<file path="src/logic/rotator_cfg_pkg.sv">
package rotator_cfg_pkg;

  localparam int ROT_ADDR_WIDTH   = 8;  // covers ring depths up to 256 words.
  localparam int BEAT_ADDR_WIDTH  = 8;
  localparam int PASS_COUNT_WIDTH = 8;

  typedef logic [ROT_ADDR_WIDTH-1:0]   rot_addr_t;
  typedef logic [BEAT_ADDR_WIDTH-1:0]  beat_addr_t;
  typedef logic [PASS_COUNT_WIDTH-1:0] pass_count_t;

  // run-time setup shared by the loader, the ring and the sequencer.
  typedef struct packed {
    rot_addr_t   r_addr_max;  // last ring position that takes part in the rotation.
    beat_addr_t  w_addr_max;  // last write beat before the beat counter wraps.
    pass_count_t passes;      // full rotations per run, zero behaves as one.
  } rot_cfg_t;

endpackage

</file>
<file path="src/logic/fp16_types_pkg.sv">
package fp16_types_pkg;

  // IEEE 754 binary16 layout: sign, exponent, mantissa.
  localparam int FP16_EXP_WIDTH  = 5;
  localparam int FP16_MAN_WIDTH  = 10;
  localparam int FP16_SIGN_WIDTH = 1;

  localparam int FP16_WIDTH = FP16_SIGN_WIDTH + FP16_EXP_WIDTH + FP16_MAN_WIDTH;

  // the datapath never does arithmetic on a word, it only moves the raw bits.
  typedef logic [FP16_WIDTH-1:0] fp16_t;

endpackage
</file>
<file path="src/logic/weight_rotator_top.sv">
`timescale 1ns/1ps

module weight_rotator_top #(
  parameter int R_DEPTH = 8,
  parameter int RATIO   = 4
) (
  input  logic                      clk,
  input  logic                      clken,
  input  logic                      rst_n,
  input  rotator_cfg_pkg::rot_cfg_t cfg,
  input  logic                      start,
  input  logic                      load_req,
  input  fp16_types_pkg::fp16_t     load_data,
  output logic                      load_ack,
  output logic                      out_req,
  output fp16_types_pkg::fp16_t     out_data,
  input  logic                      out_ack,
  output logic                      busy,
  output logic                      done
);

  import fp16_types_pkg::*;

  fp16_t [RATIO-1:0] w_beat;
  fp16_t             m_data;
  logic              w_en;
  logic              r_en;

  weight_loader #(
    .RATIO (RATIO)
  ) i_loader (
    .clk       (clk),
    .clken     (clken),
    .rst_n     (rst_n),
    .busy      (busy),      // loading is held off during a replay run.
    .load_req  (load_req),
    .load_data (load_data),
    .load_ack  (load_ack),
    .w_beat    (w_beat),
    .w_en      (w_en)
  );

  cyclic_shift_reg #(
    .R_DEPTH (R_DEPTH),
    .RATIO   (RATIO)
  ) i_ring (
    .clk    (clk),
    .clken  (clken),
    .rst_n  (rst_n),
    .cfg    (cfg),
    .w_en   (w_en),
    .r_en   (r_en),
    .w_beat (w_beat),
    .m_data (m_data)
  );

  replay_sequencer #(
    .R_DEPTH (R_DEPTH)
  ) i_sequencer (
    .clk      (clk),
    .clken    (clken),
    .rst_n    (rst_n),
    .cfg      (cfg),
    .start    (start),
    .m_data   (m_data),
    .r_en     (r_en),
    .out_req  (out_req),
    .out_data (out_data),
    .out_ack  (out_ack),
    .busy     (busy),
    .done     (done)
  );

endmodule

</file>
<file path="src/logic/replay_sequencer.sv">
`timescale 1ns/1ps

module replay_sequencer #(
  parameter int R_DEPTH = 8
) (
  input  logic                      clk,
  input  logic                      clken,
  input  logic                      rst_n,
  input  rotator_cfg_pkg::rot_cfg_t cfg,
  input  logic                      start,
  input  fp16_types_pkg::fp16_t     m_data,
  output logic                      r_en,
  output logic                      out_req,
  output fp16_types_pkg::fp16_t     out_data,
  input  logic                      out_ack,
  output logic                      busy,
  output logic                      done
);

  import rotator_cfg_pkg::*;

  localparam rot_addr_t LAST_POS = rot_addr_t'(R_DEPTH - 1);

  typedef enum logic [1:0] {
    idle,
    present,
    wait_release,
    finish
  } state_t;

  state_t      state;
  rot_addr_t   pos;         // ring position currently at the head.
  pass_count_t pass;        // rotations completed in this run.
  rot_addr_t   pos_max;
  pass_count_t pass_total;

  // a ring can never be longer than the physical register.
  assign pos_max    = (cfg.r_addr_max > LAST_POS) ? LAST_POS : cfg.r_addr_max;
  assign pass_total = (cfg.passes == '0) ? pass_count_t'(1) : cfg.passes;

  always_ff @(posedge clk or negedge rst_n) begin
    if (!rst_n) begin
      state   <= idle;
      pos     <= '0;
      pass    <= '0;
      r_en    <= 1'b0;
      out_req <= 1'b0;
      busy    <= 1'b0;
      done    <= 1'b0;
    end else if (clken) begin
      r_en <= 1'b0;
      done <= 1'b0;
      case (state)
        idle: begin
          if (start) begin
            state   <= present;
            pos     <= '0;
            pass    <= '0;
            busy    <= 1'b1;
            out_req <= 1'b1;
          end
        end
        present: begin
          if (out_ack) begin
            state   <= wait_release;
            out_req <= 1'b0;
            r_en    <= 1'b1;  // word was taken, bring the next one to the head.
            if (pos == pos_max) begin
              pos  <= '0;
              pass <= pass + 1'b1;
            end else begin
              pos <= pos + 1'b1;
            end
          end
        end
        wait_release: begin
          if (!out_ack) begin
            if (pass == pass_total) begin
              state <= finish;
              done  <= 1'b1;
            end else begin
              state   <= present;
              out_req <= 1'b1;
            end
          end
        end
        finish: begin
          state <= idle;
          busy  <= 1'b0;
        end
        default: state <= idle;
      endcase
    end
  end

  // head only moves after the ack, so the word is stable for the whole request.
  assign out_data = m_data;

endmodule

</file>
<file path="src/logic/cyclic_shift_reg.sv">
`timescale 1ns/1ps

module cyclic_shift_reg #(
  parameter int R_DEPTH = 8,
  parameter int RATIO   = 4
) (
  input  logic                              clk,
  input  logic                              clken,
  input  logic                              rst_n,
  input  rotator_cfg_pkg::rot_cfg_t         cfg,
  input  logic                              w_en,
  input  logic                              r_en,
  input  fp16_types_pkg::fp16_t [RATIO-1:0] w_beat,
  output fp16_types_pkg::fp16_t             m_data
);

  import fp16_types_pkg::*;
  import rotator_cfg_pkg::*;

  fp16_t [R_DEPTH-1:0] ring;
  fp16_t [R_DEPTH-1:0] ring_next;
  logic  [R_DEPTH-1:0] w_sel;      // position is replaced by the incoming beat.
  logic  [R_DEPTH-1:0] r_sel;      // position takes part in the rotation.
  beat_addr_t          w_addr;

  // beat counter steps once per written beat and wraps at the last beat.
  always_ff @(posedge clk or negedge rst_n) begin
    if (!rst_n) begin
      w_addr <= '0;
    end else if (clken && w_en) begin
      w_addr <= (w_addr == cfg.w_addr_max) ? '0 : w_addr + 1'b1;
    end
  end

  for (genvar r = 0; r < R_DEPTH; r++) begin : g_pos
    fp16_t rot_src;

    assign w_sel[r] = w_en && (w_addr == beat_addr_t'(r / RATIO));
    assign r_sel[r] = r_en && (rot_addr_t'(r) <= cfg.r_addr_max);

    // the last active position closes the ring by taking the old head.
    assign rot_src = (cfg.r_addr_max == rot_addr_t'(r)) ? ring[0] : ring[(r + 1) % R_DEPTH];

    // Slices are counted from the top of the beat, so words keep their load
    // order along the ring. A write beats a rotation on the same position.
    assign ring_next[r] = w_sel[r] ? w_beat[RATIO - 1 - (r % RATIO)] : rot_src;
  end

  always_ff @(posedge clk or negedge rst_n) begin
    if (!rst_n) begin
      ring <= '0;
    end else if (clken) begin
      for (int r = 0; r < R_DEPTH; r++) begin
        if (w_sel[r] || r_sel[r]) begin
          ring[r] <= ring_next[r];
        end
      end
    end
  end

  assign m_data = ring[0];  // the head of the ring is the only read port.

endmodule

</file>
<file path="src/logic/weight_loader.sv">
`timescale 1ns/1ps

module weight_loader #(
  parameter int RATIO = 4
) (
  input  logic                              clk,
  input  logic                              clken,
  input  logic                              rst_n,
  input  logic                              busy,
  input  logic                              load_req,
  input  fp16_types_pkg::fp16_t             load_data,
  output logic                              load_ack,
  output fp16_types_pkg::fp16_t [RATIO-1:0] w_beat,
  output logic                              w_en
);

  localparam int SLOT_W = (RATIO > 1) ? $clog2(RATIO) : 1;

  typedef enum logic {
    wait_req,
    wait_release
  } state_t;

  state_t            state;
  logic [SLOT_W-1:0] slot;     // words already packed into the current beat.
  logic              capture;

  // a word is taken only when no replay run is active.
  assign capture = clken && (state == wait_req) && load_req && !busy;

  always_ff @(posedge clk or negedge rst_n) begin
    if (!rst_n) begin
      state    <= wait_req;
      load_ack <= 1'b0;
      slot     <= '0;
      w_en     <= 1'b0;
    end else if (clken) begin
      w_en <= 1'b0;
      case (state)
        wait_req: begin
          if (load_req && !busy) begin
            state    <= wait_release;
            load_ack <= 1'b1;
            if (slot == SLOT_W'(RATIO - 1)) begin
              slot <= '0;
              w_en <= 1'b1;  // beat is complete once this word is in.
            end else begin
              slot <= slot + 1'b1;
            end
          end
        end
        wait_release: begin
          // the ack stays up until the source lets go of its request.
          if (!load_req) begin
            state    <= wait_req;
            load_ack <= 1'b0;
          end
        end
        default: begin
          state    <= wait_req;
          load_ack <= 1'b0;
        end
      endcase
    end
  end

  // Words shift in from the bottom, so the first word of a beat
  // ends up in the most significant slice.
  always_ff @(posedge clk) begin
    if (capture) begin
      w_beat <= {w_beat[RATIO-2:0], load_data};
    end
  end

endmodule

</file>
<file path="config.mk">
export PLATFORM = sky130hd
export DESIGN_NAME = weight_rotator_top
export DESIGN_NICKNAME = d
export VERILOG_FILES = /design/src/logic/rotator_cfg_pkg.sv /design/src/logic/fp16_types_pkg.sv /design/src/logic/weight_rotator_top.sv /design/src/logic/replay_sequencer.sv /design/src/logic/cyclic_shift_reg.sv /design/src/logic/weight_loader.sv
export SDC_FILE = /design/constraint.sdc
export NUM_CORES = 1
export LEC_CHECK = 0
export BUFFER_PORTS_ARGS = -buffer_cell sky130_fd_sc_hd__buf_2
export CAP_MARGIN = 0
export CORE_UTILIZATION = 55
export CTS_BUF_LIST = sky130_fd_sc_hd__clkbuf_4
export DETAILED_ROUTE_END_ITERATION = 6
export PLACE_DENSITY = 0.73
export SETUP_SLACK_MARGIN = 0.02
export SLEW_MARGIN = 15
export SYNTH_ARGS = -nofsm -noshare
export SYNTH_HDL_FRONTEND = slang
export SYNTH_HIERARCHICAL = 1
export SYNTH_SLANG_ARGS = --single-unit
</file>
<file path="constraint.sdc">
create_clock -name clk -period 2.5 [get_ports clk]
set_input_delay 0.25 -clock clk [delete_from_list [all_inputs] [get_ports clk]]
set_output_delay 0.25 -clock clk [all_outputs]
set_load 0.005 [all_outputs]
</file>
## After elaboration in Yosys (flattened, before gate mapping)

Index checks and enable logic that the tools add are counted.

- $add $sub $neg: 4
- $lt $le $gt $ge: 9
- Eq/ne operators: 22
- Reduce and logical (&&, ||, !) cells: 46
- Multiplexer cells: 51
- Bitwise operators: 1

Operators by type and width:

| cell | number |
|---|---|
| 16-bit two-way mux | 15 |
| 8-bit two-way mux | 8 |
| 3-bit by 8-bit less-or-equal comparator with 1-bit output, first input constant | 4 |
| 8-bit case mux with 2 select lines | 2 |
| 8-bit by 1-bit adder with 8-bit output, second input constant | 3 |
| 8-bit by 3-bit == test with 1-bit output, second input constant | 3 |
| 8-bit == test | 3 |
| 8-bit zero test | 3 |
| 8-bit by 1-bit == test with 1-bit output, second input constant | 2 |
| 8-bit by 2-bit == test with 1-bit output, second input constant | 2 |
| 1-bit by 8-bit less-or-equal comparator with 1-bit output, first input constant | 2 |
| 2-bit by 8-bit less-or-equal comparator with 1-bit output, first input constant | 2 |
| 1-bit two-way mux | 16 |
| 1-bit logical AND | 15 |
| 2-bit AND reduction | 7 |
| 2-bit inequality test, second input constant | 6 |
| 3-bit AND reduction | 4 |
| 2-bit two-way mux | 5 |
| 8-bit by 3-bit > comparator with 1-bit output, second input constant | 1 |
| 1-bit logical OR | 8 |
| 2-bit case mux with 4 select lines | 1 |
| 4-bit AND reduction | 2 |
| 2-bit == test, second input constant | 3 |
| 1-bit case mux with 2 select lines | 3 |
| 11 further kinds | 13 |

- Word-level logic and storage cells: 157
- Flip-flop bits (word level): 227

## Logic depth before layout (Yosys ltp)

Gate-level depths: netlist of run 1.

- Depth in word-level cells: 6
- Depth in mapped cells: 10

## Cells and area by module

The synthesis of run 1 kept the hierarchy.

By module, submodules not included:

| module | cells an instance | instances | area each (µm²) |
|---|---|---|---|
| cyclic_shift_reg | 979 | 1 | 8787.2 |
| weight_loader | 80 | 1 | 2155.8 |
| replay_sequencer | 188 | 1 | 1577.8 |

## Worst setup path after synthesis of run 1

No wires, ideal clock.

- Path type: flip-flop to flip-flop
- From: reg i_ring.w_addr[0]
- To: reg i_ring/ring[50] (netlist name)
- Stages on the path, launching flop included: 9
- Library setup time: 130 ps
- Arrival time: 2031 ps
- Data required time: 2370 ps
- Clock period less this slack: 2161 ps
- Path slack: 339 ps
- Cell sequence: dfrtp_1 > inv_1 > ha_1 > nor4bb_1 > buf_2 > and2_1 > a311oi_1 > buf_2 > a31oi_1

- Longest elaborated chain between the ends: 4

Ends and longest elaborated chain:

| item | RTL line | RTL |
|---|---|---|
| start: declaration | cyclic_shift_reg.sv:24 | `beat_addr_t w_addr;` |
| start signal: assignment | cyclic_shift_reg.sv:31 | `w_addr <= (w_addr == cfg.w_addr_max) ? '0 : w_addr + 1'b1;` |
| 8-bit zero test * | cyclic_shift_reg.sv:38 | `assign w_sel[r] = w_en && (w_addr == beat_addr_t'(r / RATIO));` |
| 1-bit logical AND * | cyclic_shift_reg.sv:38 |  |
| 1-bit logical OR | cyclic_shift_reg.sv:54 | `if (w_sel[r] \|\| r_sel[r]) begin` |
| 2-bit AND reduction (no source line) | n/a |  |
| end signal: indexed assignment | cyclic_shift_reg.sv:55 | `ring[r] <= ring_next[r];` |
| end: declaration | cyclic_shift_reg.sv:20 | `fp16_t [R_DEPTH-1:0] ring;` |

Mark *: on every way between the ends. The rest lies on a longest branch, timed or not.
A chain may end at the register's enable or synchronous reset.

## Worst setup path in the final report of run 1

- From: reg i_ring.w_addr[4]
- To: reg i_ring.ring (netlist bit i_ring/m_data[15])

- Longest elaborated chain between the ends: 4

Ends and longest elaborated chain:

| item | RTL line |
|---|---|
| 8-bit zero test * | cyclic_shift_reg.sv:38 |
| 1-bit logical AND * | cyclic_shift_reg.sv:38 |
| 2-bit by 1-bit inequality test with 1-bit output (no source line) / 1-bit logical OR (equally long branches) | n/a |
| 3-bit AND reduction (no source line) | n/a |

Marked as above.

==> metrics, run 1 <==
Post-DP HPWL ~22 mm; Vias ~11k; CTS Buf Count 60; fillers between 1.5k and 2k; Area Overhead vs Synth 11.2%; Post-Syn Instances ~1.2k; top post-synthesis cells by area dfrtp_1 (33%), edfxtp_1 (15%), a31oi_1 (5.7%); drt pass-1 iters 7; Avg WL per Cell 20.9 µm; Site Rows between 50 and 60; PortBufs between 60 and 70; Synth cell types 74; Seq cells post-synth 227; Synth top area share 0.326; register area about 0.006 mm²; initial antenna violation count 1; Setup Skew 67.9 ps; All-Layer GR Usage 0.297; DR DRC count 0; synthesized area approximately 0.013 mm²; Critical Path AT ~2900 ps; max-slew violation count 0; IR drop worst, VDD 0.000522 V; clock buffer depth 3; min-delay worst type input port to async pin; remaining global-route overflow 0; number of synthesized flops with an enable pin 64; Max stage delay on crit path approximately 570 ps; Tcrit/Tclk final 0.897; CTS tree yes; drt initial violations around 960; Setup TNS 0 ps; Relative slew margins 0.327; Mapped Nets ~1.3k; RSZ-0062 raised after global routing false; cell taking the most area after synthesis dfrtp_1; Final Hold Viols 0; Final ANT Viol Nets 0; area occupied by multi-input gates approximately 0.0057 mm²; ys async rst share 0.718; r2r setup slk approximately 260 ps; worst slew pin tran 1010 ps; Skew-Pair Late Insertion Delay a little over 700 ps; Root Driver clkbuf_4; Die Ht approximately 150 µm; first-pass GRT wire length 55.3 mm; routability-driven placement congestion ratio 0.845; crit path cell chain nor4_4 -> nand4_1 -> nand2_1 -> o221a_2; dominant synthesized flop cell dfrtp_1; Max Freq between 400 and 500 MHz; Worst setup SP type flop; WL final around 34 mm; status finished, final reports clean; Area after DPL 0.0129 mm²; die width 153 µm; slowest stage cell on the critical path nand2_1; clk slew on worst S/H paths 70 ps; Final WS setup between 200 and 300 ps; clock sinks about 230; vias in the first global route between 10k and 15k; PD cells approximately 900 mW/mm²; final hold slack ~43 ps; register area share after synthesis 0.479; minimum clock period approximately 2200 ps; per-instance average area after synthesis 10.0 µm²; leakage power approximately 6.0 nW; Place WS about 260 ps; Crit Path Category flop to flop; share of cells above drive strength 1 0.202; CP endpoint kind flop; H-tree depth 2; Ys Warns 6; IO Pins 66; endpoints failing setup 0; nets@finish approximately 1.3k; fin area around 0.014 mm²; starting density of the core 0.567; largest net degree at the start of global routing 101; vias per inst roughly 6.5; CP Data Required Time approximately 3100 ps; CP Max Fanout 16; die area 0.0234 mm²; # Max-Cap Violations 0; Core ar. about 0.022 mm²
## path summary, 6_finish.rpt
path,depth (start not counted),start,to
max,4,i_ring/w_addr[4],i_ring/m_data[15]
min,2,rst_n,i_ring/m_data[1]
max reg2reg,4,i_ring/w_addr[4],i_ring/m_data[15]
min reg2reg,0,i_loader/w_beat[15],i_loader/w_beat[31]
max in group asynchronous,3,rst_n,i_ring/w_addr[5]
min in group clk,6,cfg[13],i_ring/w_addr[2]
## cells in the mapped netlist, types with 3 or more instances
master    instances
or3_1            22
buf_4            34
nand3_1          99
nor4_1            3
dfrtp_1         163
o211a_1          17
edfxtp_1         64
or4_1             3
xor2_1            5
o31ai_1          18
nand2_1          72
xnor2_1          17
inv_1            30
buf_1             4
a21oi_1          30
nor2b_1          83
nor2_1           68
o221a_2          29
ha_1              6
buf_2            37
nor3_1           11
and2_1            4
o21ai_1          10
a22o_1            3
or2_2             3
nand4_1          24
mux2i_1          65
o211ai_1         66
a31oi_1         114
o221a_1           3
clkbuf_1         63
o21ai_0          21
## cells by family (layout without fill, tap and decap cells)
logic type / count (synthesis) / in the layout / share of synthesized area
AND/OR/NAND/NOR: 413 / 413 / 0.178
AO/OA/AOI/OAI: 339 / 339 / 0.200
flip-flops: 227 / 227 / 0.479
buffers and inverters: 171 / 273 / 0.0658
multiplexers: 69 / 69 / 0.0562
XOR/XNOR: 22 / 22 / 0.0154
adder cells (fa/ha/maj): 6 / 6 / 0.00600
other: 0 / 1 / 0
## power by group
| group | switching, mW | leakage (nW) | total (mW) | internal [mW] |
|---|---|---|---|---|
| combinational | 1.72 | 3.05 | 3.43 | 1.71 |
| sequential | 1.28 | 2.46 | 6.06 | 4.78 |
| clock | 1.58 | 0.488 | 3.34 | 1.76 |
| total | 4.58 | 5.99 | 12.8 | 8.25 |
## cell usage in the layout (no fill, tap or decap), types with 18 or more instances in the layout
cell,netlist,layout
dlygate4sd3_1,0,21
o21ai_0,21,21
a31oi_1,114,114
inv_1,30,30
buf_2,37,63
o31ai_1,18,18
a21oi_1,30,30
nor2_1,68,68
nand3_1,99,99
mux2i_1,65,65
o221a_2,29,29
edfxtp_1,64,64
nand2_1,72,72
nand4_1,24,24
buf_4,34,35
or3_1,22,22
o211ai_1,66,66
nor2b_1,83,83
dfrtp_1,163,163
clkbuf_4,0,97
## cell type report
| class | instances | area share |
|---|---|---|
| Timing Repair Buffer | 127 | 0.0668 |
| Inverter | 32 | 0.00863 |
| Clock inverter | 17 | 0.00521 |
| Tap cell | 280 | 0.0252 |
| Clock buffer | 97 | 0.0523 |
| Multi-Input combinational cell | 849 | 0.411 |
| Antenna cell | 1 | 0.000180 |
| Sequential cell | 227 | 0.431 |
## critical path: cells and delay by family, from the launching register on
kind            cells  cell delay (ps)
compound gates      1              320
flops               1              460
simple gates        3             1410
## routing by layer
layer  routed length [µm]  vias to the layer above  track usage
met1                15000                     5155        0.442
met3                 3920                       64       0.0720
li1                     -                     4805            -
met5                    0                        -            0
met2                14600                      639        0.429
met4                  576                        0       0.0851
## sequential cells by signal, indices dropped and copies added, names as in the netlist, 2 cells and up
signal	count
i_ring/ring	112
i_ring/w_addr	8
i_sequencer/pass	8
i_sequencer/pos	8
i_sequencer/state	2
i_loader/slot	2
i_loader/w_beat	64
i_ring/m_data	16
## timing repair
item,4_1_cts,5_1_grt
resized for setup,0,0
endpoints found under the hold margin,184,0
setup endpoints to repair,0,0
hold buffers,21,0
buffers inserted,0,0
## metrics by stage
stage / instances / power (mW) / utilization
floorplan: 1247 / 8.52 / -
global placement: 1494 / 9.23 / 0.584
detailed placement: 1494 / 9.40 / 0.584
CTS: 1629 / 12.8 / 0.630
global route: 1630 / 13.6 / 0.630
finish: 1630 / 12.8 / 0.630
Power figures use the tool's default switching activity.
==> run 2, diff against run 1 <==
--- a/config.mk
+++ b/config.mk
@@ -11,6 +11,7 @@
 export CTS_BUF_LIST = sky130_fd_sc_hd__clkbuf_4
 export DETAILED_ROUTE_END_ITERATION = 6
 export PLACE_DENSITY = 0.73
+export REMOVE_ABC_BUFFERS = 1
 export SETUP_SLACK_MARGIN = 0.02
 export SLEW_MARGIN = 15
 export SYNTH_ARGS = -nofsm -noshare
==> run 2 against run 1 <==
Against the previous run: combinational power rose by 7.3%; worst setup slack improved by 28 ps; register-to-register slack better by 30 ps; count of clock-buffer cells in the layout shrank 6; utilization increased by 0.82 points; sequential share of layout area is 0.55 points lower; first-iteration DRC count grew 26%; clock skew fell by 28 ps; routed wire length rose by 8.7%; total power rose by 0.25%; critical path depth increased by 3; sequential cell count stayed put.
==> metrics, run 2 (synthesized netlist as in run 1, its figures left out) <==
Max stage delay on crit path roughly 500 ps; drt initial violations approximately 1.2k; Worst Hold End i_ring/w_addr[6]; Relative slew margins 0.255; fin util 0.638; clk slew on worst S/H paths roughly 70 ps; Core ar. 0.0221 mm²; fin area 0.0141 mm²; clock buffer depth 3; Hold Path Depth 6; Worst setup SP type flop; Root Driver clkbuf_4; endpoints failing setup 0; Area Overhead vs Synth 12.7%; routability-driven placement congestion ratio about 0.84; minimum clock period ~2200 ps; nets@finish about 1.4k; reg2reg end i_ring/ring[64]; die area approximately 0.023 mm²; slowest stage cell on the critical path nor4bb_1; Vias around 11k; CTS tree yes; register name with the most flops i_ring/ring; All-Layer GR Usage 0.324; Final WS setup about 290 ps; met2 Use GR 0.493; Tcrit/Tclk final 0.886; commonest non-fill, non-tap cell in the layout dfrtp_1; first-pass GRT wire length about 59 mm; Crit Path Category flop to flop; crit path cell chain inv_1 -> ha_1 -> nor4bb_1 -> and2_2 -> buf_12 -> a31oi_1 -> o211a_1; met1 Track Usage GR 0.438; clock sinks 227; Final Hold Viols 0; CTS Buf Count 60; worst slew pin tran 1110 ps; HP Start cfg[14]; CP delay by family, top simple AND/OR/NAND/NOR gates; H-tree depth 2; Place WS 301 ps; status finished, final reports clean; Site Rows 54; share of cells above drive strength 1 0.210; max reg flops about 110; Skew-Pair Late Insertion Delay just over 700 ps; CP Max Fanout 64; Final ANT Viol Nets 0; initial antenna violation count 2; remaining global-route overflow 0; Avg WL per Cell approximately 22 µm; die width approximately 150 µm; CP endpoint kind flop; most frequent cells in the layout dfrtp_1 (163), a31oi_1 (113), nand3_1 (99); CP Data Required Time slightly above 3000 ps; IR drop worst, VDD 0.000504 V; starting density of the core 0.567; Worst Path Buf+Inv 2; PD cells approximately 900 mW/mm²; min-delay worst type input port to flop; Die Ht 153 µm; post-CTS setup buffers 0; Post-DP HPWL approximately 22 mm; FF-to-FF Start i_ring/w_addr[1]; vias per inst about 6.5; largest net degree at the start of global routing 79; leakage power approximately 6.1 nW; DR DRC count 0; RSZ-0062 raised after global routing false; max-slew violation count 0; Area after DPL 0.0131 mm²; grt met3 use 0.0788; Setup Skew just under 40 ps; drt pass-1 iters 6; PortBufs 65; Critical Path AT between 2000 and 3000 ps; WL final about 37 mm; # Max-Cap Violations 0; IO Pins 66; r2r setup slk 290 ps; Max Freq approximately 450 MHz; Top Usage Layer GRT met2; vias in the first global route 10.6k; worst-case reg-to-reg path depth 7; final hold slack around 51 ps
run 2: stage by stage:
stage               cells  setup TNS (ps)  power (mW)
global route         1651               0        13.6
global placement     1517               0        9.30
finish               1651               0        12.9
floorplan            1108         -102440        8.00
detailed placement   1517               0        9.48
CTS                  1649               0        12.8
run 2: layout make-up:
cell class	instances	area [µm²]
fillers	1779	7990
flip-flops and latches	227	6000
multi-input cells	849	5730
repair buffers	150	1120
clock buffers	91	683
well taps	280	350
inverters	32	120
clock inverters	20	104
diodes	2	5.00
run 2: how the worst max path moves through the flow:
stage / to / depth (start not counted) / slack, ps / startpoint
2_1_floorplan: i_ring/ring[48] / 6 / -1520 / i_ring/w_addr[0]
3_3_place_gp: i_ring/ring[52] / 5 / 330 / cfg[21]
3_5_place_dp: i_ring/ring[77] / 7 / 300 / i_ring/w_addr[1]
4_1_cts: i_ring/ring[64] / 7 / 270 / i_ring/w_addr[1]
5_1_grt: i_ring/ring[64] / 7 / 90 / i_ring/w_addr[1]
6_report: i_ring/ring[64] / 7 / 290 / i_ring/w_addr[1]
run 2: routing by layer:
metal	part of all wire	vias up
met5	0	-
met4	0.033	0
met3	0.099	99
met2	0.45	602
met1	0.41	5207
li1	-	4838
run 2: where the power goes:
part	internal [mW]	switching, mW	leakage, nW	total, mW
clock	1.76	1.57	0.467	3.32
combinational	1.78	1.89	3.17	3.68
sequential	4.78	1.08	2.46	5.86
run 2: repair_timing:
item,4_1_cts,5_1_grt
endpoints found under the hold margin,169,0
hold buffers,21,0
resized for setup,0,0
run 2: worst register-to-register path, cell delays in order, from the launching register on:
cell and delay (ps):
dfrtp_1 440, inv_1 100, ha_1 160, nor4bb_1 490
and2_2 270, buf_12 300, a31oi_1 180, o211a_1 140
==> run 3, diff against run 2 <==
--- a/config.mk
+++ b/config.mk
@@ -7,11 +7,10 @@
 export LEC_CHECK = 0
 export BUFFER_PORTS_ARGS = -buffer_cell sky130_fd_sc_hd__buf_2
 export CAP_MARGIN = 0
-export CORE_UTILIZATION = 55
+export CORE_UTILIZATION = 64
 export CTS_BUF_LIST = sky130_fd_sc_hd__clkbuf_4
 export DETAILED_ROUTE_END_ITERATION = 6
-export PLACE_DENSITY = 0.73
-export REMOVE_ABC_BUFFERS = 1
+export PLACE_DENSITY = 0.83
 export SETUP_SLACK_MARGIN = 0.02
 export SLEW_MARGIN = 15
 export SYNTH_ARGS = -nofsm -noshare
==> run 3 against run 2 <==
Against the previous run: utilization is 9.1 points higher; global-route usage is 1.4 points higher; clock power is 4% lower; clock skew is 17 ps higher; via count is 1.2% lower; final area is 1.9% lower; sequential cell count stayed put; the flow now finishes with violations (design-rule violations); total power is 1.2% lower; first-iteration DRC count is 20% lower; register-to-register slack better by 50 ps; worst setup slack better by 46 ps.
==> metrics, run 3 (synthesized netlist as in run 1, its figures left out) <==
Internal 8.13 mW; routability-driven placement congestion ratio approximately 0.90; most frequent cells in the layout dfrtp_1 (163), a31oi_1 (114), nand3_1 (99); Area Overhead vs Synth 10.5%; largest net degree at the start of global routing 85; clock sinks between 200 and 250; overall power between 10 and 15 mW; minimum clock period about 2200 ps; fin area ~0.014 mm²; register name with the most flops i_ring/ring; CP Data Required Time ~3100 ps; Skew-Pair Late Insertion Delay about 700 ps; PD cells roughly 920 mW/mm²; Setup TNS 0 ps; IO Pins 66; first-pass GRT wire length roughly 53 mm; CP endpoint kind flop; placed insts around 1.5k; endpoints failing setup 0; Area after DPL around 0.013 mm²; Root Driver clkbuf_4; starting density of the core 0.661; Die Ht around 140 µm; H-tree depth 2; post_cts resized 0; remaining global-route overflow 0; Post-DP HPWL ~22 mm; clock share of power 0.250; status finished, violations left; failing checks design-rule violations; DR DRC count 25; Core ar. around 0.019 mm²; die width between 100 and 150 µm; sequential share of power 0.474; switching power total 4.58 mW; CTS Buf Count 57; min-delay worst type input port to async pin; vias per inst around 6.6; CP Max Fanout 25; Vias 10.6k; PortBufs 65; Final ANT Viol Nets 0; Max Freq 461 MHz; Setup Skew 56.7 ps; max reg flops about 110; Site Rows 50; Place WS roughly 340 ps; Final Hold Viols 0; All-Layer GR Usage 0.338; drt pass-1 iters 7; CTS tree yes; leakage power around 6.0 nW; nets@finish approximately 1.3k; commonest non-fill, non-tap cell in the layout dfrtp_1; die area approximately 0.020 mm²; switching share of power 0.360; Logic pwr share 0.276; share of cells above drive strength 1 0.195; IR drop worst, VDD ~0.00065 V; vias in the first global route between 9k and 10k; drt initial violations about 960; RSZ-0062 raised after global routing false; Avg WL per Cell ~21 µm; clock buffer depth 3; Tcrit/Tclk final 0.867; WL final 33.0 mm; Relative slew margins 0.442; initial antenna violation count 1; Worst setup SP type flop; Final WS setup between 300 and 400 ps; Finished Layout Cells 1605; max-slew violation count 0; # Max-Cap Violations 0; clk slew on worst S/H paths 70 ps; worst slew pin tran roughly 840 ps; Crit Path Category flop to flop; Critical Path AT about 2800 ps
run 3: cell types whose count changed in the layout (fill, tap and decap cells not counted), sizes merged:
cell	change
clkbuf	-9
clkinv	+4
clkinvlp	+1
buf	-21
diode	-1
run 3: final timing paths:
kind / from / end / slack (ps) / cells past startpoint
max: i_ring/w_addr[4] / i_ring/m_data[5] / 330 / 6
min: rst_n / i_ring/m_data[1] / 90 / 2
max reg2reg: i_ring/w_addr[4] / i_ring/m_data[5] / 330 / 6
min reg2reg: i_loader/w_beat[10] / i_loader/w_beat[26] / 410 / 0
max in group asynchronous: rst_n / i_ring/w_addr[7] / 1630 / 3
min in group clk: cfg[13] / i_ring/w_addr[0] / 90 / 6
run 3: what timing repair did:
item | CTS | global route
buffers inserted | 0 | 0
setup endpoints to repair | 0 | 0
hold buffers | 21 | 0
hold endpoints to repair | 117 | 0
run 3: cell type report:
cell class / count / area, µm²
clock inverters: 25 / 135
flip-flops and latches: 227 / 6000
multi-input cells: 849 / 5710
repair buffers: 129 / 921
well taps: 260 / 325
diodes: 1 / 2.50
fillers: 1336 / 5120
inverters: 32 / 120
clock buffers: 82 / 616
run 3: critical path, stage by stage (launching register included):
cell     delay, ps
dfrtp_1        460
nor4_4         420
buf_4          310
and2_2         260
buf_4          310
or3_1          160
o221a_2        170
run 3: per-layer routing:
layer | routed length (µm) | global-route usage | vias up | share of wire
met5 | 0 | 0 | - | 0
met4 | 680 | 0.0985 | 0 | 0.021
met1 | 13900 | 0.492 | 5098 | 0.42
li1 | - | - | 4785 | -
met2 | 14600 | 0.498 | 650 | 0.44
met3 | 3870 | 0.0874 | 88 | 0.12
run 3: power by group through the flow:
stage	Clock [mW]	Sequential, mW	Combinational [mW]
after CTS	3.22	5.93	3.46
after global routing	3.42	6.11	3.90
final	3.18	6.03	3.50
after detailed placement	0	6.00	3.41
after floorplan	0	5.34	3.18
after global placement	0	5.92	3.26
run 3: stage by stage:
| step | hold WS (ps) | util |
|---|---|---|
| 4_1_cts | 87.1 | 0.730 |
| 5_1_grt | 90.8 | 0.730 |
| 3_3_place_gp | 249 | 0.679 |
| 2_1_floorplan | -45.6 | - |
| 3_5_place_dp | 248 | 0.679 |
| 6_report | 88.5 | 0.730 |
